**src/design/fade_stripe_pkg.sv**
```systemverilog
`default_nettype none

package fade_stripe_pkg;

  localparam int ADC_DATA_BITS = 10;
  localparam int PIXEL_BITS    = 9;
  localparam int COLOR_BITS    = PIXEL_BITS / 3;
  localparam int FB_INDEX_BITS = 18;
  localparam int COORD_BITS    = 12;
  localparam int APB_ADDR_BITS = 8;
  localparam int APB_DATA_BITS = 32;
  localparam int FRAME_CNT_BITS = 16;

  typedef logic [ADC_DATA_BITS-1:0]  adc_t;
  typedef logic [COLOR_BITS-1:0]     color_t;
  // red high, green middle, blue low
  typedef logic [PIXEL_BITS-1:0]     pixel_t;
  typedef logic [FB_INDEX_BITS-1:0]  fb_index_t;
  typedef logic [COORD_BITS-1:0]     coord_t;
  typedef logic [APB_ADDR_BITS-1:0]  apb_addr_t;
  typedef logic [APB_DATA_BITS-1:0]  apb_data_t;
  typedef logic [FRAME_CNT_BITS-1:0] frame_cnt_t;

  typedef struct packed {
    adc_t x;
    adc_t y;
    logic red;
    logic grn;
    logic blu;
  } adc_sample_t;

  typedef struct packed {
    logic      en;
    fb_index_t index;
    pixel_t    data;
  } fb_wr_t;

  typedef struct packed {
    logic      en;
    fb_index_t index;
  } fb_rd_t;

  typedef struct packed {
    color_t red;
    color_t grn;
    color_t blu;
    logic   hsync;
    logic   vsync;
  } vga_t;

  // syncs are carried active low
  typedef struct packed {
    logic   visible;
    coord_t x;
    coord_t y;
    logic   frame_start;
    logic   hsync;
    logic   vsync;
  } scan_pos_t;

  localparam apb_addr_t REG_CTRL        = 8'h0;
  localparam apb_addr_t REG_FADE_PERIOD = 8'h4;
  localparam apb_addr_t REG_FRAME_COUNT = 8'h8;

  localparam int CTRL_PLOT_EN = 0;
  localparam int CTRL_FADE_EN = 1;

endpackage

`default_nettype wire

```
**src/design/vga_timing.sv**
```systemverilog
`timescale 1ns/10ps
`default_nettype none

module vga_timing
  import fade_stripe_pkg::*;
#(
    parameter int H_ACTIVE = 640,
    parameter int H_FRONT  = 16,
    parameter int H_SYNC   = 96,
    parameter int H_BACK   = 48,
    parameter int V_ACTIVE = 480,
    parameter int V_FRONT  = 10,
    parameter int V_SYNC   = 2,
    parameter int V_BACK   = 33
) (
    input  logic      clk,
    input  logic      rst,
    output scan_pos_t scan,
    output logic      frame_start
);
  localparam int H_TOTAL      = H_ACTIVE + H_FRONT + H_SYNC + H_BACK;
  localparam int V_TOTAL      = V_ACTIVE + V_FRONT + V_SYNC + V_BACK;
  localparam int H_SYNC_START = H_ACTIVE + H_FRONT;
  localparam int V_SYNC_START = V_ACTIVE + V_FRONT;

  coord_t h_next;
  coord_t v_next;

  function automatic scan_pos_t pos(coord_t h, coord_t v);
    scan_pos_t p;
    p.visible     = (int'(h) < H_ACTIVE) && (int'(v) < V_ACTIVE);
    p.x           = h;
    p.y           = v;
    p.frame_start = (h == '0) && (v == '0);
    p.hsync       = !((int'(h) >= H_SYNC_START) && (int'(h) < H_SYNC_START + H_SYNC));
    p.vsync       = !((int'(v) >= V_SYNC_START) && (int'(v) < V_SYNC_START + V_SYNC));
    return p;
  endfunction

  // scan.x and scan.y are the counters themselves
  always_comb begin
    h_next = scan.x + 1'b1;
    v_next = scan.y;
    if (int'(scan.x) == H_TOTAL - 1) begin
      h_next = '0;
      v_next = (int'(scan.y) == V_TOTAL - 1) ? '0 : scan.y + 1'b1;
    end
  end

  always_ff @(posedge clk) begin
    if (rst) begin
      scan <= pos('0, '0);
    end else begin
      scan <= pos(h_next, v_next);
    end
  end

  assign frame_start = scan.frame_start;

endmodule

`default_nettype wire

```
**config.mk**
```make
export PLATFORM = sky130hd
export DESIGN_NAME = vga_timing
export DESIGN_NICKNAME = d
export VERILOG_FILES = /design/src/design/fade_stripe_pkg.sv /design/src/design/vga_timing.sv
export SDC_FILE = /design/constraint.sdc
export NUM_CORES = 1
export LEC_CHECK = 0
export CAP_MARGIN = 10
export CORE_ASPECT_RATIO = 1.2
export CORE_MARGIN = 2
export CORE_UTILIZATION = 45
export DETAILED_ROUTE_END_ITERATION = 10
export DONT_BUFFER_PORTS = 1
export PLACE_DENSITY = 0.63
export SKIP_LAST_GASP = 1
export SLEW_MARGIN = 20
export SYNTH_ARGS = -nofsm -noshare
export SYNTH_HDL_FRONTEND = slang
export SYNTH_SLANG_ARGS = --single-unit
```
**constraint.sdc**
```tcl
create_clock -name clk -period 7.7 [get_ports clk]
set_clock_uncertainty 0.2 [all_clocks]
set_input_delay 1.54 -clock clk [delete_from_list [all_inputs] [get_ports clk]]
set_output_delay 1.54 -clock clk [all_outputs]
set_load 0.02 [all_outputs]
```
==> reports/summary.json, run 1 <==
{
  "grt_first_pass_wirelength_um": 6340,
  "die_area_mm2": 0.00422,
  "totalNegativeSetupSlack_ps": 0,
  "postSynthNetCount": 204,
  "avgRoutedWirePerCell_um": 17.0,
  "critical_path.slowest_cell": "sky130_fd_sc_hd__dfxtp_1",
  "regArea_um2": 561,
  "finalWeightedCongestion": 0.868,
  "die_height_um": 70.8,
  "slew_headroom_pct": 64.1,
  "yosys-top-cells-area": "sky130_fd_sc_hd__dfxtp_1 34%, sky130_fd_sc_hd__xor2_1 5.8%, sky130_fd_sc_hd__nor2_1 4.7%",
  "drive_above_1_share_pct": 9.42,
  "synthCells": 198,
  "chipWidth_um": 59.6,
  "crit_path_max_incr_delay_ps": 540,
  "cp_cell_sequence": "ha_1 -> and4_1 -> and3_2 -> nand3_1 -> xor2_1 -> or4_4 -> or3b_1",
  "synthFlopType": "sky130_fd_sc_hd__dfxtp_1",
  "worstSetupEndpoint": "scan[0]$_SDFF_PP1_",
  "grtUsageTotal_pct": 19.5,
  "yosys.area.top_type": "sky130_fd_sc_hd__dfxtp_1",
  "rows": 24,
  "static-leakage-power_nw": 0.553,
  "timing_worst_slew_pin_value_ps": 538,
  "synth-warning-count": 0,
  "final_antenna_net_count": 0,
  "regToRegStartpoint": "scan[15]$_SDFF_PP0_",
  "synth-async-reset-ratio_pct": 0,
  "crit_fanout": 14,
  "min_period_ps": 3290,
  "worstRegToRegCells": 7,
  "ir_worst_vdd_mv": 0.0679,
  "post_cts_resize_count": 0,
  "post_synth_most_frequent_cells": "28 x sky130_fd_sc_hd__dfxtp_1, 21 x sky130_fd_sc_hd__nor2_1, 15 x sky130_fd_sc_hd__nand2_1, 13 x sky130_fd_sc_hd__a21oi_1, 12 x sky130_fd_sc_hd__nor3_1",
  "synth_area_per_cell_um2": 8.44,
  "outcome": "finished, final reports clean",
  "final_min_period_over_clock_period_pct": 42.7,
  "drtIter0Drc": 82,
  "area.growth.synth_to_final_pct": 2.25,
  "clock_sinks": 28,
  "yosys.cell_count.top_type": "sky130_fd_sc_hd__dfxtp_1",
  "finalHoldViolCount": 0,
  "report.final.setup_viol": 0,
  "initial_cell_density_of_the_core_pct": 46.4,
  "clockBufferDepth": 2,
  "detailedRoute.firstPassIterationCount": 4,
  "finish.utilization_pct": 47.4,
  "report.final.slew_viol_count": 0,
  "avgViaCountPerCell": 6.21,
  "cts.root.buffer_cell": "sky130_fd_sc_hd__clkbuf_8",
  "grt_overflow_total": 0,
  "cp-start-kind": "flop",
  "type_of_the_setup_path_with_the_least_slack": "flop to flop",
  "r2r_end": "scan[0]$_SDFF_PP1_",
  "worstSetupStartpoint": "scan[15]$_SDFF_PP0_",
  "tritoncts": "built",
  "dpl.hpwl_um": 2920,
  "detailroute.via_count": 1429,
  "drt_wl_total_um": 3910,
  "drc_errors": 0,
  "ctsHoldBuffers": 0,
  "top_cell_type_s_share_of_synthesized_area_pct": 33.5,
  "i_o_buffers": 0,
  "ioPinCount": 31,
  "first_global_vias": 1317,
  "postCtsSetupBuffers": 0,
  "fillCellCount": 369,
  "clock.fmax_ghz": 0.304,
  "grt_start_max_net_pins": 25,
  "yosysUniqueCellTypes": 48,
  "antenna_found_initial": 0,
  "cts_inserted_buffers": 3,
  "yosysSeqAreaShare_pct": 33.5,
  "multiInputGateArea_mm2": 0.00101,
  "clkSlewWorstSetupHoldPaths_ps": 100,
  "netlist_area_mm2": 0.00167,
  "fin_nets": 198,
  "cts_htree_levels": 1,
  "worst_hold_startpoint": "scan[4]$_SDFF_PP0_",
  "hold_class": "flop to flop",
  "crit_path_end_kind": "flop",
  "rsz0062_at_grt": "no",
  "required_ps": 7670,
  "cap_violations": 0,
  "worst-endpoint-arrival_ps": 3260,
  "clock_insertion_delay_worst_skew_ps": 280,
  "synth_enable_flop_cells": 0,
  "antennaDiodeCount": 0,
  "synth.ff_latch_count": 28,
  "ff2ff_setup_slack_ps": 4410,
  "power_per_cell_area_mw_per_mm2": 160,
  "core_area_mm2": 0.00360
}
-- cell usage in the layout (no fill, tap or decap), types with 2 or more instances in the layout --
| cell type | synthesis | final |
|---|---|---|
| sky130_fd_sc_hd__and4_2 | 2 | 2 |
| sky130_fd_sc_hd__nor3_1 | 12 | 12 |
| sky130_fd_sc_hd__nand2_1 | 15 | 15 |
| sky130_fd_sc_hd__nand2b_1 | 2 | 2 |
| sky130_fd_sc_hd__xnor2_1 | 8 | 8 |
| sky130_fd_sc_hd__dfxtp_1 | 28 | 28 |
| sky130_fd_sc_hd__clkbuf_8 | 0 | 3 |
| sky130_fd_sc_hd__nor4_1 | 2 | 2 |
| sky130_fd_sc_hd__a41oi_1 | 2 | 2 |
| sky130_fd_sc_hd__nand4_1 | 6 | 6 |
| sky130_fd_sc_hd__and3_2 | 2 | 2 |
| sky130_fd_sc_hd__nand3_1 | 11 | 11 |
| sky130_fd_sc_hd__or3b_1 | 2 | 2 |
| sky130_fd_sc_hd__nor3_4 | 2 | 2 |
| sky130_fd_sc_hd__a211oi_1 | 2 | 2 |
| sky130_fd_sc_hd__ha_1 | 4 | 4 |
| sky130_fd_sc_hd__and2_1 | 2 | 2 |
| sky130_fd_sc_hd__o21ai_0 | 5 | 5 |
| sky130_fd_sc_hd__nor2_1 | 21 | 21 |
| sky130_fd_sc_hd__and3_1 | 3 | 3 |
| sky130_fd_sc_hd__a21oi_1 | 13 | 13 |
| sky130_fd_sc_hd__nor2b_1 | 2 | 2 |
| sky130_fd_sc_hd__xor2_1 | 11 | 11 |
| sky130_fd_sc_hd__and4_1 | 3 | 3 |
| sky130_fd_sc_hd__inv_1 | 4 | 4 |
| sky130_fd_sc_hd__or3_1 | 4 | 4 |
-- report_power, final --
part / internal [mW] / switching [mW]
logic: 0.00261 / 0.00275
registers: 0.146 / 0.00512
clock network: 0.0697 / 0.0469
total: 0.219 / 0.0548
-- stage by stage --
step / total power [mW] / area, µm² / cells / worst slack, ps / hold WS, ps
floorplan: 0.161 / 1670 / 198 / 4950 / 384
global placement: 0.160 / 1640 / 226 / 4500 / 453
detailed placement: 0.161 / 1640 / 226 / 4440 / 451
finish: 0.274 / 1710 / 230 / 4410 / 462
global route: 0.284 / 1710 / 230 / 4200 / 505
CTS: 0.277 / 1710 / 230 / 4420 / 466
-- layer usage --
layer	up-vias	share of wire [%]	GRT usage (%)
met1	666	40	21.7
met2	47	50	33.0
met5	-	0	0
li1	701	-	-
met3	15	6.6	5.30
met4	0	3.9	10.4
-- worst min path at each step --
stage	endpoint	slack, ps	cells past startpoint
2_1_floorplan	scan[4]$_SDFF_PP0_	380	2
3_3_place_gp	scan[4]$_SDFF_PP0_	450	2
5_1_grt	scan[7]$_SDFF_PP0_	500	2
6_report	scan[4]$_SDFF_PP0_	460	2
4_1_cts	scan[4]$_SDFF_PP0_	470	2
3_5_place_dp	scan[4]$_SDFF_PP0_	450	2
-- registers in the layout (all words and copies together), names as in the netlist --
signal / count
scan: 27
frame_start: 1
-- critical path: cells and delay by family, from the launching register on --
kind / cells / cell delay (ps)
xor+xnor: 1 / 190
flops: 1 / 540
simple gates: 5 / 1930
fa+ha+maj: 1 / 320
-- area by class of cell --
class	instances	share of cell area, %
Tap cell	39	2.86
Clock buffer	3	2.42
Clock inverter	1	1.76
Sequential cell	28	32.8
Multi-Input combinational cell	155	59.3
Inverter	4	0.878
-- kinds of logic after synthesis --
logic type,after synthesis,share of synthesized area (%)
buffers and inverters,15,5.84
adders and majority gates,4,2.99
xor gates and xnor gates,19,9.96
and+or+nand+nor,100,35.3
DFF,28,33.5
muxes,1,0.599
AOI/OAI and AO/OA,31,11.8
No activity file was read; power rests on OpenSTA's default activity.
==> run 2: changes to the inputs <==
==> constraint.sdc (replaced) <==
create_clock -name clk -period 3.4 [get_ports clk]
set_clock_uncertainty 0.2 [all_clocks]
set_input_delay 0.68 -clock clk [delete_from_list [all_inputs] [get_ports clk]]
set_output_delay 0.68 -clock clk [all_outputs]
set_load 0.02 [all_outputs]
==> reports/summary.json, run 2 (same netlist as run 1, synthesis figures left out) <==
{
  "critical_path.slowest_cell": "sky130_fd_sc_hd__or4_4",
  "final_min_period_over_clock_period": {"value": 84.7, "unit": "%", "change": "+42 points"},
  "tritoncts": "built",
  "drive_above_1_share": {"value": 12.6, "unit": "%", "change": "+3.2 points"},
  "report.final.slew_viol_count": {"value": 0, "change": "unchanged"},
  "dpl.cell_count": {"value": 233, "change": "+3.1%"},
  "finalHoldViolCount": {"value": 0, "change": "unchanged"},
  "cellInternalPower": {"value": 0.499, "unit": "mW", "change": "+130%"},
  "postCtsSetupBuffers": {"value": 0, "change": "unchanged"},
  "detailedRoute.firstPassIterationCount": {"value": 4, "change": "unchanged"},
  "rsz0062_at_grt": "no",
  "mostFrequentLayoutCells": "28 x sky130_fd_sc_hd__dfxtp_1, 21 x sky130_fd_sc_hd__nor2_1, 15 x sky130_fd_sc_hd__nand2_1",
  "clock_sinks": {"value": 28, "change": "unchanged"},
  "stdcell_area": {"value": 0.00176, "unit": "mm²", "change": "+3.1%"},
  "pwr-share-seq": {"value": 54.2, "unit": "%", "change": "-1.2 points"},
  "core_area": {"value": 0.00360, "unit": "mm²", "change": "unchanged"},
  "post_cts_resize_count": {"value": 0, "change": "unchanged"},
  "clkSlewWorstSetupHoldPaths": {"value": 100, "unit": "ps", "change": "about the same"},
  "cts_htree_levels": {"value": 1, "change": "unchanged"},
  "min_period": {"value": 2880, "unit": "ps", "change": "-412 ps"},
  "worst-endpoint-arrival": {"value": 2850, "unit": "ps", "change": "-410 ps"},
  "cts.root.buffer_cell": "sky130_fd_sc_hd__clkbuf_8",
  "net-switching-power": {"value": 0.122, "unit": "mW", "change": "+120%"},
  "die_height": {"value": 70.8, "unit": "µm", "change": "unchanged"},
  "crit_path_end_kind": "flop",
  "clock.fmax": {"value": 0.347, "unit": "GHz", "change": "+14%"},
  "crit_path_max_incr_delay": {"value": 500, "unit": "ps", "change": "-40 ps"},
  "drc_errors": {"value": 0, "change": "unchanged"},
  "most_common_cell_after_layout_fill_and_taps_aside": "sky130_fd_sc_hd__dfxtp_1",
  "clockBufferDepth": {"value": 2, "change": "unchanged"},
  "die_area": {"value": 0.00422, "unit": "mm²", "change": "unchanged"},
  "ctsHoldBuffers": {"value": 0, "change": "unchanged"},
  "avgViaCountPerCell": {"value": 6.09, "change": "-1.9%"},
  "finalWeightedCongestion": {"value": 0.865, "change": "-0.36%"},
  "ioPinCount": {"value": 31, "change": "unchanged"},
  "hold_class": "primary input to flop",
  "grtUsageTotal": {"value": 20.0, "unit": "%", "change": "+0.50 points"},
  "first_global_vias": {"value": 1402, "change": "+6.5%"},
  "largest_register_ff_count": {"value": 27, "change": "unchanged"},
  "p_clk_share": {"value": 42.0, "unit": "%", "change": "-0.6 points"},
  "power.switching_fraction": {"value": 19.6, "unit": "%", "change": "-0.41 points"},
  "cp-start-kind": "flop",
  "drtIter0Drc": {"value": 94, "change": "+15%"},
  "final_antenna_net_count": {"value": 0, "change": "unchanged"},
  "instances_no_fill": {"value": 237, "change": "+3.0%"},
  "cap_violations": {"value": 0, "change": "unchanged"},
  "cts_inserted_buffers": {"value": 3, "change": "unchanged"},
  "report.final.setup_viol": {"value": 0, "change": "unchanged"},
  "fin_nets": {"value": 205, "change": "+3.5%"},
  "grt_overflow_total": {"value": 0, "change": "unchanged"},
  "timing_worst_slew_pin_value": {"value": 540, "unit": "ps", "change": "+1.80 ps"},
  "chipWidth": {"value": 59.6, "unit": "µm", "change": "unchanged"},
  "i_o_buffers": {"value": 0, "change": "unchanged"},
  "area.growth.synth_to_final_pct": 5.39,
  "drt_wl_total": {"value": 3920, "unit": "µm", "change": "+0.33%"},
  "static-leakage-power": {"value": 0.591, "unit": "nW", "change": "+6.8%"},
  "dpl_cell_area": {"value": 0.00169, "unit": "mm²", "change": "+3.2%"},
  "ir_worst_vdd": {"value": 0.175, "unit": "mV", "change": "+160%"},
  "type_of_the_setup_path_with_the_least_slack": "flop to flop",
  "fillCellCount": {"value": 346, "change": "-6.2%"},
  "avgRoutedWirePerCell": {"value": 16.5, "unit": "µm", "change": "-2.6%"},
  "required": {"value": 3370, "unit": "ps", "change": "-4300 ps"},
  "antenna_found_initial": {"value": 0, "change": "unchanged"},
  "initial_cell_density_of_the_core": {"value": 46.4, "unit": "%", "change": "unchanged"},
  "register_with_the_most_flip_flops": "scan",
  "antennaDiodeCount": {"value": 0, "change": "unchanged"},
  "outcome": "finished, final reports clean",
  "grt_start_max_net_pins": {"value": 25, "change": "unchanged"},
  "cp_cell_sequence": "ha_1 -> and4_1 -> and3_2 -> nand3_1 -> xor2_1 -> or4_4 -> or3b_1",
  "totalNegativeSetupSlack": {"value": 0, "unit": "ps", "change": "unchanged"},
  "grt_first_pass_wirelength": {"value": 6650, "unit": "µm", "change": "+4.9%"},
  "slew_headroom": {"value": 64.0, "unit": "%", "change": "-0.12 points"},
  "rows": {"value": 24, "change": "unchanged"},
  "power_per_cell_area": {"value": 352, "unit": "mW/mm²", "change": "+120%"},
  "detailroute.via_count": {"value": 1444, "change": "+1.0%"},
  "crit_fanout": {"value": 10, "change": "-4"},
  "dpl.hpwl": {"value": 3050, "unit": "µm", "change": "+4.6%"},
  "clock_insertion_delay_worst_skew": {"value": 270, "unit": "ps", "change": "about the same"},
  "pwr-share-comb": {"value": 3.8, "unit": "%", "change": "+1.8 points"}
}
==> run 2: changes by cell type in the layout (fill, tap and decap cells not counted) <==
cell / change
sky130_fd_sc_hd__buf_4: +7
==> run 2: through the flow <==
step	total power [mW]	setup WS, ps	hold WS [ps]	util [%]
4_1_cts	0.626	508	260	48.9
5_1_grt	0.646	342	247	48.9
2_1_floorplan	0.365	651	384	-
3_3_place_gp	0.367	588	364	46.9
6_report	0.620	521	264	48.9
3_5_place_dp	0.368	533	405	46.9
==> run 2: layout make-up <==
class / instances / area (µm²) / area share (%)
Sequential cell: 28 / 561 / 31.8
Timing Repair Buffer: 7 / 52.6 / 2.98
Inverter: 4 / 15.0 / 0.852
Multi-Input combinational cell: 155 / 1010 / 57.5
Tap cell: 39 / 48.8 / 2.77
Clock inverter: 1 / 30.0 / 1.70
Clock buffer: 3 / 41.3 / 2.34
==> run 2: per-layer routing <==
metal | GRT usage (%) | up-vias | part of all wire (%)
met5 | 0 | - | 0
met4 | 7.41 | 0 | 1.6
met3 | 5.12 | 6 | 6.6
met2 | 33.5 | 40 | 51
met1 | 24.3 | 685 | 40
li1 | - | 713 | -
==> run 2: critical path: cells and delay by family (launching register included) <==
family	cells	cell delay (ps)
flops	1	350
simple gates	5	1770
fa+ha+maj	1	260
xor+xnor	1	190
==> run 2: path summary, 6_finish.rpt <==
check | from | endpoint | slack [ps] | cells past startpoint
max | scan[15]$_SDFF_PP0_ | scan[0]$_SDFF_PP1_ | 520 | 7
min | rst | scan[8]$_SDFF_PP0_ | 260 | 1
max reg2reg | scan[15]$_SDFF_PP0_ | scan[0]$_SDFF_PP1_ | 520 | 7
min reg2reg | scan[16]$_SDFF_PP0_ | scan[16]$_SDFF_PP0_ | 410 | 2
==> run 2: power groups by stage <==
stage	logic, mW	registers (mW)	clock network (mW)
floorplan	0.0178	0.347	0
global placement	0.0235	0.344	0
detailed placement	0.0240	0.344	0
CTS	0.0242	0.336	0.266
global route	0.0267	0.337	0.283
finish	0.0238	0.336	0.260
==> run 3: changes to the inputs <==
--- a/config.mk
+++ b/config.mk
@@ -5,13 +5,14 @@
 export SDC_FILE = /design/constraint.sdc
 export NUM_CORES = 1
 export LEC_CHECK = 0
+export ABC_AREA = 1
 export CAP_MARGIN = 10
 export CORE_ASPECT_RATIO = 1.2
 export CORE_MARGIN = 2
 export CORE_UTILIZATION = 45
 export DETAILED_ROUTE_END_ITERATION = 10
 export DONT_BUFFER_PORTS = 1
-export PLACE_DENSITY = 0.63
+export PLACE_DENSITY = 0.65
 export SKIP_LAST_GASP = 1
 export SLEW_MARGIN = 20
 export SYNTH_ARGS = -nofsm -noshare
==> constraint.sdc (replaced) <==
create_clock -name clk -period 2.6 [get_ports clk]
set_clock_uncertainty 0.2 [all_clocks]
set_input_delay 0.52 -clock clk [delete_from_list [all_inputs] [get_ports clk]]
set_output_delay 0.52 -clock clk [all_outputs]
set_load 0.02 [all_outputs]
==> reports/summary.json, run 3 <==
{
  "synth-async-reset-ratio": {"value": 0, "unit": "%", "change": "unchanged"},
  "report.final.setup_viol": {"value": 0, "change": "unchanged"},
  "register_with_the_most_flip_flops": "scan",
  "static-leakage-power": {"value": 0.889, "unit": "nW", "change": "+50%"},
  "clock_sinks": {"value": 28, "change": "unchanged"},
  "avgRoutedWirePerCell": {"value": 11.6, "unit": "µm", "change": "-30%"},
  "area.growth.synth_to_final_pct": 6.30,
  "totalNegativeSetupSlack": {"value": 0, "unit": "ps", "change": "unchanged"},
  "crit_path_max_incr_delay": {"value": 510, "unit": "ps", "change": "about the same"},
  "post_synth_most_frequent_cells": "81 x sky130_fd_sc_hd__nand2_1, 49 x sky130_fd_sc_hd__nor2_1, 33 x sky130_fd_sc_hd__inv_1, 28 x sky130_fd_sc_hd__dfxtp_1, 24 x sky130_fd_sc_hd__nand3_1",
  "dpl_cell_area": {"value": 0.00188, "unit": "mm²", "change": "+11%"},
  "synth_area_per_cell": {"value": 6.32, "unit": "µm²", "change": "-25%"},
  "largest_register_ff_count": {"value": 27, "change": "unchanged"},
  "cts_inserted_buffers": {"value": 3, "change": "unchanged"},
  "cts.root.buffer_cell": "sky130_fd_sc_hd__clkbuf_8",
  "ir_worst_vdd": {"value": 0.194, "unit": "mV", "change": "+11%"},
  "yosys.area.top_type": "sky130_fd_sc_hd__dfxtp_1",
  "antennaDiodeCount": {"value": 0, "change": "unchanged"},
  "cts_htree_levels": {"value": 1, "change": "unchanged"},
  "rows": {"value": 25, "change": "+4.2%"},
  "drc_errors": {"value": 0, "change": "unchanged"},
  "stdcell_area": {"value": 0.00192, "unit": "mm²", "change": "+9.0%"},
  "grtUsageTotal": {"value": 19.7, "unit": "%", "change": "-0.31 points"},
  "postCtsSetupBuffers": {"value": 0, "change": "unchanged"},
  "ioPinCount": {"value": 31, "change": "unchanged"},
  "cp_cell_sequence": "nand2_1 -> inv_2 -> nand2_1 -> nor2_1 -> nand2_1 -> nand3_1 -> nand2_1 -> nor2_1 -> nand2_1 -> nand4_1 -> nand2_1",
  "antenna_found_initial": {"value": 0, "change": "unchanged"},
  "yosys.cell_count.top_type": "sky130_fd_sc_hd__nand2_1",
  "drtIter0Drc": {"value": 83, "change": "-12%"},
  "dpl_worst_slack": {"value": 496, "unit": "ps", "change": "-36.9 ps"},
  "detailedRoute.firstPassIterationCount": {"value": 4, "change": "unchanged"},
  "slew_headroom": {"value": 69.6, "unit": "%", "change": "+5.6 points"},
  "yosysUniqueCellTypes": {"value": 31, "change": "-35%"},
  "final_antenna_net_count": {"value": 0, "change": "unchanged"},
  "cap_violations": {"value": 0, "change": "unchanged"},
  "timing.critical_path.buf_inv": {"value": 1, "change": "+1"},
  "grt_start_max_net_pins": {"value": 26, "change": "+4.0%"},
  "crit_fanout": {"value": 11, "change": "+1"},
  "die_area": {"value": 0.00454, "unit": "mm²", "change": "+7.6%"},
  "clock_insertion_delay_worst_skew": {"value": 270, "unit": "ps", "change": "about the same"},
  "crit_path_end_kind": "flop",
  "finalWorstSetupSlack": {"value": 487, "unit": "ps", "change": "-33.4 ps"},
  "hold_class": "primary input to flop",
  "outcome": "finished, final reports clean",
  "fillCellCount": {"value": 418, "change": "+21%"},
  "yosysSeqAreaShare": {"value": 31.0, "unit": "%", "change": "-2.5 points"},
  "synth_enable_flop_cells": {"value": 0, "change": "unchanged"},
  "finalWeightedCongestion": {"value": 0.863, "change": "-0.16%"},
  "detailroute.via_count": {"value": 1727, "change": "+20%"},
  "die_height": {"value": 73.4, "unit": "µm", "change": "+3.7%"},
  "dpl.hpwl": {"value": 3180, "unit": "µm", "change": "+4.1%"},
  "final_min_period_over_clock_period": {"value": 81.3, "unit": "%", "change": "-3.4 points"},
  "post_cts_resize_count": {"value": 0, "change": "unchanged"},
  "cp-start-kind": "flop",
  "grt_overflow_total": {"value": 0, "change": "unchanged"},
  "drt_wl_total": {"value": 3990, "unit": "µm", "change": "+1.8%"},
  "most_common_cell_after_layout_fill_and_taps_aside": "sky130_fd_sc_hd__nand2_1",
  "fin_nets": {"value": 297, "change": "+45%"},
  "initial_cell_density_of_the_core": {"value": 46.2, "unit": "%", "change": "-0.18 points"},
  "min_period": {"value": 2110, "unit": "ps", "change": "-767 ps"},
  "clockBufferDepth": {"value": 2, "change": "unchanged"},
  "timing_worst_slew_pin_value": {"value": 455, "unit": "ps", "change": "-85.1 ps"},
  "chipWidth": {"value": 61.8, "unit": "µm", "change": "+3.7%"},
  "critical_path.slowest_cell": "sky130_fd_sc_hd__dfxtp_1",
  "cpMostUsedCell": "sky130_fd_sc_hd__nand2_1",
  "rsz0062_at_grt": "no",
  "type_of_the_setup_path_with_the_least_slack": "flop to flop",
  "mostFrequentLayoutCells": "81 x sky130_fd_sc_hd__nand2_1, 49 x sky130_fd_sc_hd__nor2_1, 33 x sky130_fd_sc_hd__inv_1",
  "worst_hold_slack_after_final_layout": {"value": 109, "unit": "ps", "change": "-155 ps"},
  "drive_above_1_share": {"value": 13.5, "unit": "%", "change": "+0.87 points"},
  "power_consumption": {"value": 0.691, "unit": "mW", "change": "+11%"},
  "netlist_area": {"value": 0.00181, "unit": "mm²", "change": "+8.1%"},
  "yosys-top-cells-area": "sky130_fd_sc_hd__dfxtp_1 31%, sky130_fd_sc_hd__nand2_1 17%, sky130_fd_sc_hd__nor2_1 10%",
  "synthFlopType": "sky130_fd_sc_hd__dfxtp_1",
  "power_per_cell_area": {"value": 360, "unit": "mW/mm²", "change": "+2.1%"},
  "synth-warning-count": {"value": 0, "change": "unchanged"},
  "postSynthNetCount": {"value": 292, "change": "+43%"},
  "i_o_buffers": {"value": 0, "change": "unchanged"},
  "grt_first_pass_wirelength": {"value": 6850, "unit": "µm", "change": "+3.0%"},
  "clkSlewWorstSetupHoldPaths": {"value": 90, "unit": "ps", "change": "about the same"},
  "ctsHoldBuffers": {"value": 0, "change": "unchanged"},
  "first_global_vias": {"value": 1707, "change": "+22%"},
  "synthCells": {"value": 286, "change": "+44%"},
  "core_area": {"value": 0.00391, "unit": "mm²", "change": "+8.5%"},
  "avgViaCountPerCell": {"value": 5.03, "change": "-17%"},
  "finalHoldViolCount": {"value": 0, "change": "unchanged"},
  "required": {"value": 2570, "unit": "ps", "change": "-800 ps"},
  "worst-endpoint-arrival": {"value": 2080, "unit": "ps", "change": "-770 ps"},
  "synth.ff_latch_count": {"value": 28, "change": "unchanged"},
  "tritoncts": "built",
  "clock.fmax": {"value": 0.473, "unit": "GHz", "change": "+36%"},
  "report.final.slew_viol_count": {"value": 0, "change": "unchanged"},
  "timing.critical_path.max_delay_family": "simple AND/OR/NAND/NOR gates",
  "top_cell_type_s_share_of_synthesized_area": {"value": 31.0, "unit": "%", "change": "-2.5 points"}
}
[run 3: cell types whose count changed after synthesis, moves of 9 or more]
cell / delta
sky130_fd_sc_hd__a21oi_1: -10
sky130_fd_sc_hd__nand2_2: +9
sky130_fd_sc_hd__inv_1: +29
sky130_fd_sc_hd__nor2_1: +28
sky130_fd_sc_hd__nand3_1: +13
sky130_fd_sc_hd__nand2_1: +66
[run 3: cells by family after synthesis]
family	after synthesis	share of synthesized area, %
simple gates	195	49.8
buf+inv	45	10.7
flops	28	31.0
compound gates	10	3.74
xor+xnor	4	1.94
fa+ha+maj	4	2.77
[run 3: worst reg2reg max path: stages, from the launching register on]
cell and delay [ps]:
sky130_fd_sc_hd__dfxtp_1 510, sky130_fd_sc_hd__nand2_1 140, sky130_fd_sc_hd__inv_2 110, sky130_fd_sc_hd__nand2_1 50, sky130_fd_sc_hd__nor2_1 80, sky130_fd_sc_hd__nand2_1 290
sky130_fd_sc_hd__nand3_1 260, sky130_fd_sc_hd__nand2_1 70, sky130_fd_sc_hd__nor2_1 120, sky130_fd_sc_hd__nand2_1 60, sky130_fd_sc_hd__nand4_1 80, sky130_fd_sc_hd__nand2_1 50
[run 3: layout make-up]
class	count	area, µm²	area share (%)
clock buffers	3	41.3	2.15
inverters	37	139	7.23
repair buffers	8	60.1	3.13
multi-input cells	213	1050	54.8
well taps	54	67.6	3.52
flip-flops and latches	28	561	29.2
[run 3: path summary, 6_finish.rpt]
kind | from | to | depth (start not counted) | slack [ps]
worst max register to register | scan[24]$_SDFF_PP0_ | scan[27]$_SDFF_PP1_ | 11 | 490
worst min register to register | scan[16]$_SDFF_PP0_ | scan[16]$_SDFF_PP0_ | 3 | 380
worst max-delay path | scan[24]$_SDFF_PP0_ | scan[27]$_SDFF_PP1_ | 11 | 490
worst min-delay path | rst | scan[4]$_SDFF_PP0_ | 1 | 110
[run 3: routing by layer]
| metal | up-vias | track usage (%) | routed length [µm] |
|---|---|---|---|
| li1 | 902 | - | - |
| met1 | 775 | 21.6 | 1700 |
| met2 | 44 | 36.3 | 2020 |
| met3 | 6 | 3.52 | 204 |
| met4 | 0 | 7.33 | 71 |
| met5 | - | 0 | 0 |
[run 3: power by group]
part,internal [mW],switching (mW),total [mW]
registers,0.434,0.00817,0.442
clock network,0.104,0.122,0.226
logic,0.00940,0.0139,0.0233
total,0.547,0.144,0.691
[run 3: through the flow]
stage	utilization, %	cells
2_1_floorplan	-	286
3_3_place_gp	48.1	340
3_5_place_dp	48.1	340
4_1_cts	49.1	343
5_1_grt	49.1	343
6_report	49.1	343
